<file path="src/verilog/adpcmb_params.svh">
// ************************************************************
// Width, burst and step-size constants for the ADPCM-B voice
// Include at file scope before any module or package using them
// ************************************************************
`ifndef ADPCMB_PARAMS_SVH
`define ADPCMB_PARAMS_SVH

// Memory byte address width
`define ADPCMB_ADDR_W 24

// Decoder enables per nibble
`define ADPCMB_BURST_LEN 5

// Step size limits of the adaptive decoder
`define ADPCMB_STEP_MIN 127
`define ADPCMB_STEP_MAX 24576

// PCM word width
`define ADPCMB_PCM_W 16

`endif

</file>
<file path="src/verilog/adpcmb_ctrl_pkg.sv">
// ************************************************************
// Control-side types: channel configuration and memory fetch
// ************************************************************
`default_nettype none

`include "adpcmb_params.svh"

package adpcmb_ctrl_pkg;

    // Channel controls, all plain levels
    typedef struct packed {
        logic        on;        // Key-on
        logic        rep;       // Loop at end address
        logic        clr;       // Hold channel cleared
        logic [1:0]  lr;        // Pan, bit 1 left, bit 0 right
        logic [15:0] start;     // Start, 256-byte units
        logic [15:0] stop;      // End, 256-byte units
        logic [15:0] delta_n;   // Playback rate
        logic [7:0]  level;     // Envelope level
        logic [6:0]  pad;       // Unused
    } adpcmb_cfg_t;

    // Sample memory request
    typedef struct packed {
        logic [`ADPCMB_ADDR_W-1:0] addr;    // Byte address
        logic                      nib_sel; // 0 picks high nibble
        logic                      adv;     // Fetch strobe
    } mem_req_t;

endpackage

`default_nettype wire

</file>
<file path="src/verilog/adpcmb_audio_pkg.sv">
// ************************************************************
// Audio-side types and the ADPCM-B step adaptation table
// ************************************************************
`default_nettype none

`include "adpcmb_params.svh"

package adpcmb_audio_pkg;

    typedef logic signed [`ADPCMB_PCM_W-1:0] sample_t;   // Signed PCM word

    // Sign-magnitude ADPCM code
    typedef struct packed {
        logic       sign;   // 1 subtracts
        logic [2:0] mag;    // Magnitude
    } nibble_t;

    typedef struct packed {
        sample_t l;
        sample_t r;
    } stereo_t;

    // Step multiplier over 64, indexed by magnitude
    function automatic logic [7:0] step_mult(input logic [2:0] mag);
        case (mag)
            3'd4:    return 8'd77;
            3'd5:    return 8'd102;
            3'd6:    return 8'd128;
            3'd7:    return 8'd153;
            default: return 8'd57;  // Small codes shrink the step
        endcase
    endfunction

endpackage

`default_nettype wire

</file>
<file path="src/verilog/adpcmb_addr_cnt.sv">
// ************************************************************
// Delta-N phase accumulator and nibble address counter
// Steps on cen55, strobes adv once per nibble to fetch
// ************************************************************
`timescale 1ns/1ps
`default_nettype none

`include "adpcmb_params.svh"

module adpcmb_addr_cnt (
    input  logic                      clk,
    input  logic                      rst,
    input  logic                      cen55,
    input  logic                      on,
    input  logic                      rep,
    input  logic                      clr,
    input  logic [15:0]               start,
    input  logic [15:0]               stop,
    input  logic [15:0]               delta_n,
    output adpcmb_ctrl_pkg::mem_req_t req
);
    localparam int NIB_W = `ADPCMB_ADDR_W + 1;    // Byte address plus nibble bit

    logic [15:0]      acc;          // Phase accumulator
    logic [16:0]      acc_nx;       // Carry on top
    logic [NIB_W-1:0] nib;          // Nibble counter
    logic [NIB_W-1:0] nib_start;
    logic [NIB_W-1:0] nib_last;
    logic             on_l;         // Key-on edge detect
    logic             running;
    logic             first;        // Start nibble not fetched yet
    logic             adv;

    assign acc_nx    = {1'b0, acc} + {1'b0, delta_n};
    assign nib_start = {start, 9'd0};       // start x 512 nibbles
    assign nib_last  = {stop, 9'h1ff};      // Low nibble of stop*256+255

    always_ff @(posedge clk) begin
        if (rst) begin
            acc     <= '0;
            nib     <= '0;
            on_l    <= 1'b0;
            running <= 1'b0;
            first   <= 1'b0;
            adv     <= 1'b0;
        end else begin
            on_l <= on;
            adv  <= 1'b0;                   // Single-cycle strobe
            if (clr || (on && !on_l)) begin
                acc     <= '0;              // Restart from start address
                nib     <= nib_start;
                running <= on;
                first   <= 1'b1;
            end else if (!on) begin
                running <= 1'b0;
            end else if (cen55 && running) begin
                acc <= acc_nx[15:0];
                if (acc_nx[16]) begin
                    if (first) begin
                        first <= 1'b0;      // Fetch the start nibble in place
                        adv   <= 1'b1;
                    end else if (nib == nib_last) begin
                        if (rep) begin
                            nib <= nib_start;   // Loop
                            adv <= 1'b1;
                        end else begin
                            running <= 1'b0;    // Wait for next key-on
                        end
                    end else begin
                        nib <= nib + 1'b1;
                        adv <= 1'b1;
                    end
                end
            end
        end
    end

    // Byte address is nibble count / 2
    assign req = '{addr: nib[NIB_W-1:1], nib_sel: nib[0], adv: adv};

endmodule

`default_nettype wire

</file>
<file path="src/verilog/adpcmb_cen_burst.sv">
// ************************************************************
// Passes exactly len clock enables after each start pulse
// Feeds the decoder sequencer one burst per nibble
// ************************************************************
`timescale 1ns/1ps
`default_nettype none

`include "adpcmb_params.svh"

module adpcmb_cen_burst #(
    parameter int len = `ADPCMB_BURST_LEN
) (
    input  logic clk,
    input  logic rst,
    input  logic cen,
    input  logic start,
    output logic cen_out
);
    localparam int CNT_W = $clog2(len + 1);

    logic [CNT_W-1:0] cnt;      // Enables still to pass

    always_ff @(posedge clk) begin
        if (rst) begin
            cnt <= '0;
        end else if (start) begin
            cnt <= CNT_W'(len);         // Restart even mid-burst
        end else if (cen && cnt != '0) begin
            cnt <= cnt - 1'b1;
        end
    end

    // First pulse comes on the cen after start
    assign cen_out = cen & ~start & (cnt != '0);

endmodule

`default_nettype wire

</file>
<file path="src/verilog/adpcmb_decoder.sv">
// ************************************************************
// Adaptive ADPCM-B nibble decoder, one phase per burst enable
// Holds x and step between nibbles, publishes on last pulse
// ************************************************************
`timescale 1ns/1ps
`default_nettype none

`include "adpcmb_params.svh"

module adpcmb_decoder (
    input  logic                      clk,
    input  logic                      rst,
    input  logic                      cen,
    input  logic                      on,
    input  adpcmb_audio_pkg::nibble_t code,
    output adpcmb_audio_pkg::sample_t pcm
);
    import adpcmb_audio_pkg::*;

    localparam int LAST  = `ADPCMB_BURST_LEN - 1;
    localparam int PH_W  = $clog2(`ADPCMB_BURST_LEN);

    logic [PH_W-1:0]    phase;      // Position within the burst
    nibble_t            nib;
    logic [15:0]        step;
    sample_t            x;          // Accumulated sample
    logic [15:0]        delta;
    logic [19:0]        delta_full; // (2m+1) x step
    logic signed [17:0] x_ext;
    logic signed [17:0] d_ext;
    logic signed [17:0] sum;
    sample_t            x_sat;
    logic [23:0]        step_full;  // step x mult
    logic [17:0]        step_nx;
    logic [15:0]        step_sat;

    assign delta_full = {nib.mag, 1'b1} * step;
    assign x_ext      = {{2{x[15]}}, x};
    assign d_ext      = {2'b00, delta};
    assign sum        = nib.sign ? x_ext - d_ext : x_ext + d_ext;

    always_comb begin
        if (sum > 18'sd32767)
            x_sat = 16'sh7fff;                 // Clip high
        else if (sum < -18'sd32768)
            x_sat = 16'sh8000;                 // Clip low
        else
            x_sat = sum[15:0];
    end

    assign step_full = step * step_mult(nib.mag);
    assign step_nx   = step_full[23:6];        // Divide by 64

    always_comb begin
        if (step_nx < 18'(`ADPCMB_STEP_MIN))
            step_sat = 16'(`ADPCMB_STEP_MIN);
        else if (step_nx > 18'(`ADPCMB_STEP_MAX))
            step_sat = 16'(`ADPCMB_STEP_MAX);
        else
            step_sat = step_nx[15:0];
    end

    always_ff @(posedge clk) begin
        if (rst || !on) begin
            phase <= '0;
            x     <= '0;
            step  <= 16'(`ADPCMB_STEP_MIN);
            pcm   <= '0;                    // Channel off reads as silence
        end else if (cen) begin
            phase <= (phase == PH_W'(LAST)) ? '0 : phase + 1'b1;
            case (phase)
                PH_W'(0): nib   <= code;              // Load
                PH_W'(1): delta <= delta_full[18:3];  // /8
                PH_W'(2): x     <= x_sat;             // Accumulate
                PH_W'(3): step  <= step_sat;          // Adapt
                default:  pcm   <= x;                 // Publish
            endcase
        end
    end

endmodule

`default_nettype wire

</file>
<file path="src/verilog/adpcmb_gain_pan.sv">
// ************************************************************
// Envelope level gain and stereo pan at the 55 kHz rate
// ************************************************************
`timescale 1ns/1ps
`default_nettype none

module adpcmb_gain_pan (
    input  logic                      clk,
    input  logic                      rst,
    input  logic                      cen55,
    input  logic [7:0]                level,
    input  logic [1:0]                lr,
    input  adpcmb_audio_pkg::sample_t pcm_in,
    output adpcmb_audio_pkg::stereo_t pcm
);
    import adpcmb_audio_pkg::*;

    logic signed [24:0] prod;       // sample x level
    sample_t            gained;
    logic               cen55_d;

    assign prod = pcm_in * $signed({1'b0, level});

    // Bits 23:8 equal prod >>> 8 since level < 256
    always_ff @(posedge clk) begin
        if (cen55)
            gained <= prod[23:8];
    end

    always_ff @(posedge clk) begin
        if (rst) begin
            cen55_d <= 1'b0;
            pcm     <= '0;
        end else begin
            cen55_d <= cen55;
            if (cen55_d) begin
                pcm <= '{l: lr[1] ? gained : '0,    // Unselected side muted
                         r: lr[0] ? gained : '0};
            end
        end
    end

endmodule

`default_nettype wire

</file>
<file path="src/verilog/adpcmb_drv.sv">
// ************************************************************
// ADPCM-B voice top: address counter, fetch, decoder and gain
// Memory must answer two clk after the fetch strobe
// ************************************************************
`timescale 1ns/1ps
`default_nettype none

`include "adpcmb_params.svh"

module adpcmb_drv (
    input  logic                        clk,
    input  logic                        rst,
    input  logic                        cen,        // Decoder-rate enable
    input  logic                        cen55,      // Output-rate pulse
    input  adpcmb_ctrl_pkg::adpcmb_cfg_t cfg,
    output logic [`ADPCMB_ADDR_W-1:0]   addr,
    input  logic [7:0]                  data,
    output logic                        roe_n,
    output adpcmb_audio_pkg::stereo_t   pcm
);
    import adpcmb_ctrl_pkg::*;
    import adpcmb_audio_pkg::*;

    mem_req_t   req;
    logic [1:0] adv_d;          // Fetch strobe delay line
    nibble_t    din;            // Captured nibble
    logic       cen_dec;
    logic       dec_on;
    sample_t    pcm_dec;

    assign addr   = req.addr;
    assign dec_on = cfg.on & ~cfg.clr;  // clr holds decoder at zero

    adpcmb_addr_cnt u_cnt (
        .clk     (clk),
        .rst     (rst),
        .cen55   (cen55),
        .on      (cfg.on),
        .rep     (cfg.rep),
        .clr     (cfg.clr),
        .start   (cfg.start),
        .stop    (cfg.stop),
        .delta_n (cfg.delta_n),
        .req     (req)
    );

    always_ff @(posedge clk) begin
        if (rst) begin
            roe_n <= 1'b1;
            adv_d <= '0;
        end else begin
            roe_n <= ~req.adv;                 // Read enable one clk after strobe
            adv_d <= {adv_d[0], req.adv};
        end
    end

    // High nibble first
    always_ff @(posedge clk) begin
        if (adv_d[1])
            din <= req.nib_sel ? data[3:0] : data[7:4];
    end

    adpcmb_cen_burst #(.len(`ADPCMB_BURST_LEN)) u_burst (
        .clk     (clk),
        .rst     (rst),
        .cen     (cen),
        .start   (adv_d[1]),
        .cen_out (cen_dec)
    );

    adpcmb_decoder u_dec (
        .clk  (clk),
        .rst  (rst),
        .cen  (cen_dec),
        .on   (dec_on),
        .code (din),
        .pcm  (pcm_dec)
    );

    adpcmb_gain_pan u_gain (
        .clk    (clk),
        .rst    (rst),
        .cen55  (cen55),
        .level  (cfg.level),
        .lr     (cfg.lr),
        .pcm_in (pcm_dec),
        .pcm    (pcm)
    );

endmodule

`default_nettype wire

</file>
<file path="config.mk">
export PLATFORM = sky130hd
export DESIGN_NAME = adpcmb_drv
export DESIGN_NICKNAME = d
export VERILOG_FILES = /design/src/verilog/adpcmb_ctrl_pkg.sv /design/src/verilog/adpcmb_audio_pkg.sv /design/src/verilog/adpcmb_addr_cnt.sv /design/src/verilog/adpcmb_cen_burst.sv /design/src/verilog/adpcmb_decoder.sv /design/src/verilog/adpcmb_gain_pan.sv /design/src/verilog/adpcmb_drv.sv
export VERILOG_INCLUDE_DIRS = /design/src /design/src/verilog
export SDC_FILE = /design/constraint.sdc
export NUM_CORES = 1
export LEC_CHECK = 0
export BUFFER_PORTS_ARGS = -buffer_cell sky130_fd_sc_hd__buf_2
export CAP_MARGIN = 20
export CORE_MARGIN = 2
export CORE_UTILIZATION = 30
export DETAILED_ROUTE_END_ITERATION = 16
export SYNTH_ARGS = -nofsm -noshare
export SYNTH_HDL_FRONTEND = slang
export SYNTH_HIERARCHICAL = 1
export SYNTH_SLANG_ARGS = --single-unit
</file>
<file path="constraint.sdc">
create_clock -name clk -period 8.2 [get_ports clk]
set_input_delay 0.82 -clock clk [delete_from_list [all_inputs] [get_ports clk]]
set_output_delay 0.82 -clock clk [all_outputs]
set_load 0.005 [all_outputs]
</file>
## Word level (Yosys, flattened, before mapping)

Cells that the tools add are included.

- Bits in registers: 175
- Output and inout bits: 57

- Order comparisons: 4
- Reduce and logical (&&, ||, !) cells: 27
- Equal/unequal tests: 17
- Bitwise gates (word level): 12
- Muxes and demuxes: 33
- Add/subtract/negate cells: 6
- $mul: 3

Operator list:

| kind | number |
|---|---|
| $mux W25 | 7 |
| $mux W16 | 6 |
| $pmux W8 S4 | 1 |
| $add A25 B1 Y25 const B | 1 |
| $eq A25 B25 Y1 | 1 |
| $mul A16 B8 Y24 | 1 |
| $mul A16 B9 Y24 | 1 |
| $mul A4 B16 Y19 | 1 |
| $add A16 B17 Y18 | 1 |
| $gt A18 B15 Y1 const B | 1 |
| $gt A18 B16 Y1 const B | 1 |
| $lt A18 B16 Y1 const B | 1 |
| $lt A18 B7 Y1 const B | 1 |
| $mux W18 | 1 |
| $sub A16 B17 Y18 | 1 |
| $add A16 B16 Y17 | 1 |
| $eq A3 B3 Y1 const B | 5 |
| $reduce_and A5 Y1 | 3 |
| $mux W1 | 14 |
| $mux W3 | 3 |
| $ne A3 B1 Y1 const B | 3 |
| $not A1 Y1 | 9 |
| $reduce_and A3 Y1 | 3 |
| $reduce_and A2 Y1 | 4 |
| 18 further kinds | 31 |

## Depth between registers and ports, before layout

- Depth after elaboration: 7
- Depth in mapped cells: 26
- Depth with buffers taken out: 22

## Hierarchy

Netlist, hierarchy kept.

By module, submodules not included:

| module | instances | area each (µm²) | cells each | sequential area each (µm²) |
|---|---|---|---|---|
| adpcmb_decoder | 1 | 9327.7 | 1080 | 1621.6 |
| adpcmb_gain_pan | 1 | 6193.4 | 691 | 1141.1 |
| adpcmb_addr_cnt | 1 | 3280.6 | 405 | 900.9 |
| adpcmb_drv | 1 | 250.2 | 15 | 180.2 |
| adpcmb_cen_burst | 1 | 200.2 | 18 | 60.1 |

## Least setup slack after synthesis

No wires, ideal clock.

- Kind: register to register
- Start: register u_dec/nib[2] (netlist name)
- End: register u_dec.step[8]
- Arrival: 5.935 ns
- Clock period less this slack: 6.053 ns
- Path buffers: 5
- Cell stages (with the launch flop): 24
- Slack: 2.147 ns
- Cells stage by stage: edfxtp_1 -> clkbuf_1 -> clkbuf_1 -> clkbuf_1 -> nand2_1 -> nor2_1 -> fa_1 -> fa_1 -> fa_1 -> inv_1 -> fa_1 -> inv_1 -> ha_1 -> clkbuf_1 -> and4_1 -> and2_1 -> nand3_1 -> nand2_1 -> nor3_1 -> o311ai_1 -> o311ai_4 -> and2_1 -> buf_4 -> a32o_1

- Cells in the longest elaborated chain, start to end: 6
- Elaborated cells on any way between the ends: 10
- Those cells by class: 1 x mul; 2 x order compare; 4 x eq/ne; 3 x mux

RTL lines:

| element | line | RTL |
|---|---|---|
| start: declaration | adpcmb_decoder.sv:24 | `nibble_t nib;` |
| start signal: assignment | adpcmb_decoder.sv:72 | `PH_W'(0): nib <= code;` |
| $eq A3 B3 Y1 | adpcmb_audio_pkg.sv:25 | `case (mag)` |
| $pmux W8 S4 * | adpcmb_audio_pkg.sv:25 |  |
| $mul A16 B8 Y24 * | adpcmb_decoder.sv:51 | `assign step_full = step * step_mult(nib.mag);` |
| $gt A18 B15 Y1 | adpcmb_decoder.sv:57 | `` else if (step_nx > 18'(`ADPCMB_STEP_MAX)) `` |
| $mux W16 | adpcmb_decoder.sv:57 |  |
| $mux W16 * | adpcmb_decoder.sv:55 | `` if (step_nx < 18'(`ADPCMB_STEP_MIN)) `` |
| end signal: assignment | adpcmb_decoder.sv:67 | `` step <= 16'(`ADPCMB_STEP_MIN); `` |
| end signal: assignment | adpcmb_decoder.sv:75 | `PH_W'(3): step <= step_sat;` |
| end: declaration | adpcmb_decoder.sv:25 | `logic [15:0] step;` |

Mark *: on every way between the ends. The rest lies on a longest branch, timed or not.
A chain may end at the register's enable or synchronous reset.

## Worst setup path in the final report

- Start: register u_dec/nib[0] (netlist name)
- End: register u_dec.step[10]

The elaborated chain is that of the path after synthesis.

==> metrics.txt <==
Post-DRT Antenna Nets 0; htree depth 4; Power Dens Cells about 110 nW/um2; FF/Latch Area 3900 um2; largest family of logic cells by synthesized area adder cells; Post CTS Setup Buffer Count 0; Tcrit/Tclk final 0.821; antenna violations before repair 1; Total Wirelength about 45 mm; CTS tree done; Non-Filler Instances 3136; adder-cell area share of the yosys netlist 0.315; die height between 200 and 300 um; # clock sinks approximately 180; RSZ-0062 raised after global routing no; Synth Flop Type dfxtp_1; vias around 15000; R2R Path Start u_dec/nib[0]; Die X roughly 260 um; fill count about 6700; Worst R2R Path Depth 20; top cells by area, synth fa_1 22%, dfxtp_1 14%, ha_1 9.6%; LEAKAGE around 10 nW; hold_sp u_cnt/adv; Hold Path Depth 1; largest net degree at the start of global routing 62; Clock Skews roughly 0.017 ns; FF-to-FF End u_dec/step[10]; Routed wire per std cell 14.4 um; commonest cells in the netlist 296 x inv_1, 234 x nand2_1, 210 x fa_1; CP max FO 14; sequential fraction of the synthesis area 0.203; CTS max path bufs 2; DR vias/cell 4.81; TNS Setup 0 ns; Final #Nets 2715; vias in the first global route approximately 15000; simple-gate area share of the yosys netlist 0.201; GR Util All Layers 0.140; die area 66200 um2; gpl congestion approximately 0.84; Mapped Nets 2647; Synth Area in Compound Gates 0.139; FP Rows 92; Synth top area share 0.218; number of port buffers between 100 and 150; Worst R2R Setup Slack 1.47 ns; Cell Area, Synth slightly below 20000 um2; Final setup viols 0; Post-route DRC 0; first-pass GRT wire length about 77 mm; status finished clean; mean area per synthesized cell between 8 and 9 um2; XOR/XNOR Fraction of Synth Area 0.0473; Synthesis Warnings 6; area of the multi-input gates ~14000 um2; post-layout min period about 6.7 ns; leading area contributor after synthesis fa_1; placed instance count slightly above 3000; Max transition margin 0.317; EDFF count, synth 40; number of CTS-inserted buffers 17; fin. max-slew vios 0; Reg clk slew, reported paths about 0.070 ns; Netlist cell types 102; layout cells sized above 1 0.0996; Startpoint Class register; global route total overflow 0; n_diodes 0; drt pass-1 iters 5; initial core utilization 0.304; Max Freq 148 MHz; mux cell area share after synthesis 0.0155; CTS Root Cell clkbuf_16; Hold WS between 0.4 and 0.5 ns; crit path kind register to register; Hold Vio Cnt, Final 0; Max-Cap Viols 0; CP Capture Type register; top-count cell post-synth inv_1; Critical Path RT approximately 8.6 ns; Starting DRT DRC Count between 700 and 800; hold path endpoint roe_n; post-cts hold buffer count 0; Slew @ Worst Pin approximately 1.0 ns; HPWL Detailed approximately 35 mm; Gate Count Post-Synth 2209; clk_lat worst skew approximately 0.47 ns; Worst EP arrival 7.10 ns; Resized cells post-CTS 0; I/O pin count 137; Synth Register Bits 175; Min-Delay Path Class register to register; asr flop ratio synth 0; area delta synth->final 10.4%; Core Area 63300 um2; worst vdd ir between 0.00015 and 0.0002 V
==> metrics by stage <==
stage / power [W] / area [um2] / setup WS [ns] / util
after floorplan: 0.00136 / 19300 / 2.15 / -
after global placement: 0.00149 / 20600 / 1.54 / 0.326
after detailed placement: 0.00149 / 20600 / 1.54 / 0.326
after CTS: 0.00233 / 21200 / 1.51 / 0.335
after global routing: 0.00243 / 21200 / 1.12 / 0.336
final: 0.00230 / 21200 / 1.47 / 0.336
==> registers in the layout (all words and copies together), names as in the netlist, 2 cells and up <==
| signal | cells |
|---|---|
| u_gain/pcm | 32 |
| u_cnt/nib | 25 |
| u_cnt/acc | 16 |
| u_dec/delta | 16 |
| u_dec/pcm | 16 |
| u_dec/step | 16 |
| u_dec/x | 16 |
| u_gain/gained | 16 |
| din | 4 |
| u_dec/nib | 4 |
| u_burst/cnt | 3 |
| u_dec/phase | 3 |
| adv_d | 2 |
==> cell usage in the layout, fill, tap and decap left out, types with 18 or more instances in the layout <==
cell type and n:
nor2_1 141, xnor2_1 80, nor4_1 19, nand4_1 20, and2_1 95, nand2b_1 28
and3_1 40, inv_1 296, clkbuf_16 18, dfxtp_1 135, a21o_1 22, fa_1 210
xor2_1 24, nand3_1 51, mux2i_1 23, ha_1 148, buf_2 129, a211oi_1 23
edfxtp_1 40, nor3_1 31, nor2b_1 49, o21ai_0 66, a21oi_1 145, nand2_1 234
==> metal layers <==
| layer | up-vias | part of all wire | global-route usage |
|---|---|---|---|
| met4 | 2 | 0.017 | 0.0393 |
| met1 | 7335 | 0.48 | 0.192 |
| met3 | 46 | 0.030 | 0.0191 |
| met5 | - | 0.00029 | 0 |
| met2 | 208 | 0.47 | 0.232 |
| li1 | 7500 | - | - |
==> power breakdown <==
part           switching (W)  leakage [nW]  internal (W)
Clock               0.000388         0.283      0.000442
Sequential         0.0000193          1.48      0.000901
Combinational       0.000319          8.21      0.000235
Total               0.000726          9.98       0.00158
==> how the worst max path moves through the flow <==
| stage | endpoint | slack [ns] | from |
|---|---|---|---|
| 6_report | u_dec/step[10] | 1.47 | u_dec/nib[0] |
| 3_5_place_dp | u_dec/step[10] | 1.54 | u_dec/nib[0] |
| 4_1_cts | u_dec/step[10] | 1.51 | u_dec/nib[0] |
| 2_1_floorplan | u_dec/step[8] | 2.15 | u_dec/nib[2] |
| 5_1_grt | u_dec/step[1] | 1.12 | u_dec/nib[0] |
| 3_3_place_gp | u_dec/step[10] | 1.54 | u_dec/nib[0] |
==> logic make-up (layout without fill, tap and decap cells) <==
logic type               count (synthesis)  count (layout)
AND/OR/NAND/NOR                        766             766
buffers and inverters                  393             474
AO/OA/AOI/OAI                          384             384
adder cells (fa/ha/maj)                358             358
flip-flops                             175             175
XOR/XNOR                               104             104
multiplexers                            29              29
==> critical path, cell delays in order (launching register included) <==
cell      delay, ns
edfxtp_1       0.43
xor2_1         0.37
nand2_1        0.43
nand2_1        0.27
inv_1          0.07
fa_1           0.50
fa_1           0.44
fa_1           0.57
inv_1          0.07
fa_1           0.53
inv_1          0.05
ha_1           0.26
a211oi_1       0.26
o21bai_1       0.16
a21oi_1        0.29
o211ai_1       0.26
o41ai_1        0.49
mux2i_1        0.23
nand2_1        0.33
and2_1         0.35
a32o_1         0.25
==> final cells by class <==
cell class	count	share of cell area
well taps	846	0.0498
multi-input cells	1641	0.650
inverters	296	0.0523
clock inverters	13	0.00601
flip-flops and latches	175	0.184
repair buffers	146	0.0367
clock buffers	19	0.0214
Power figures use the tool's default switching activity.
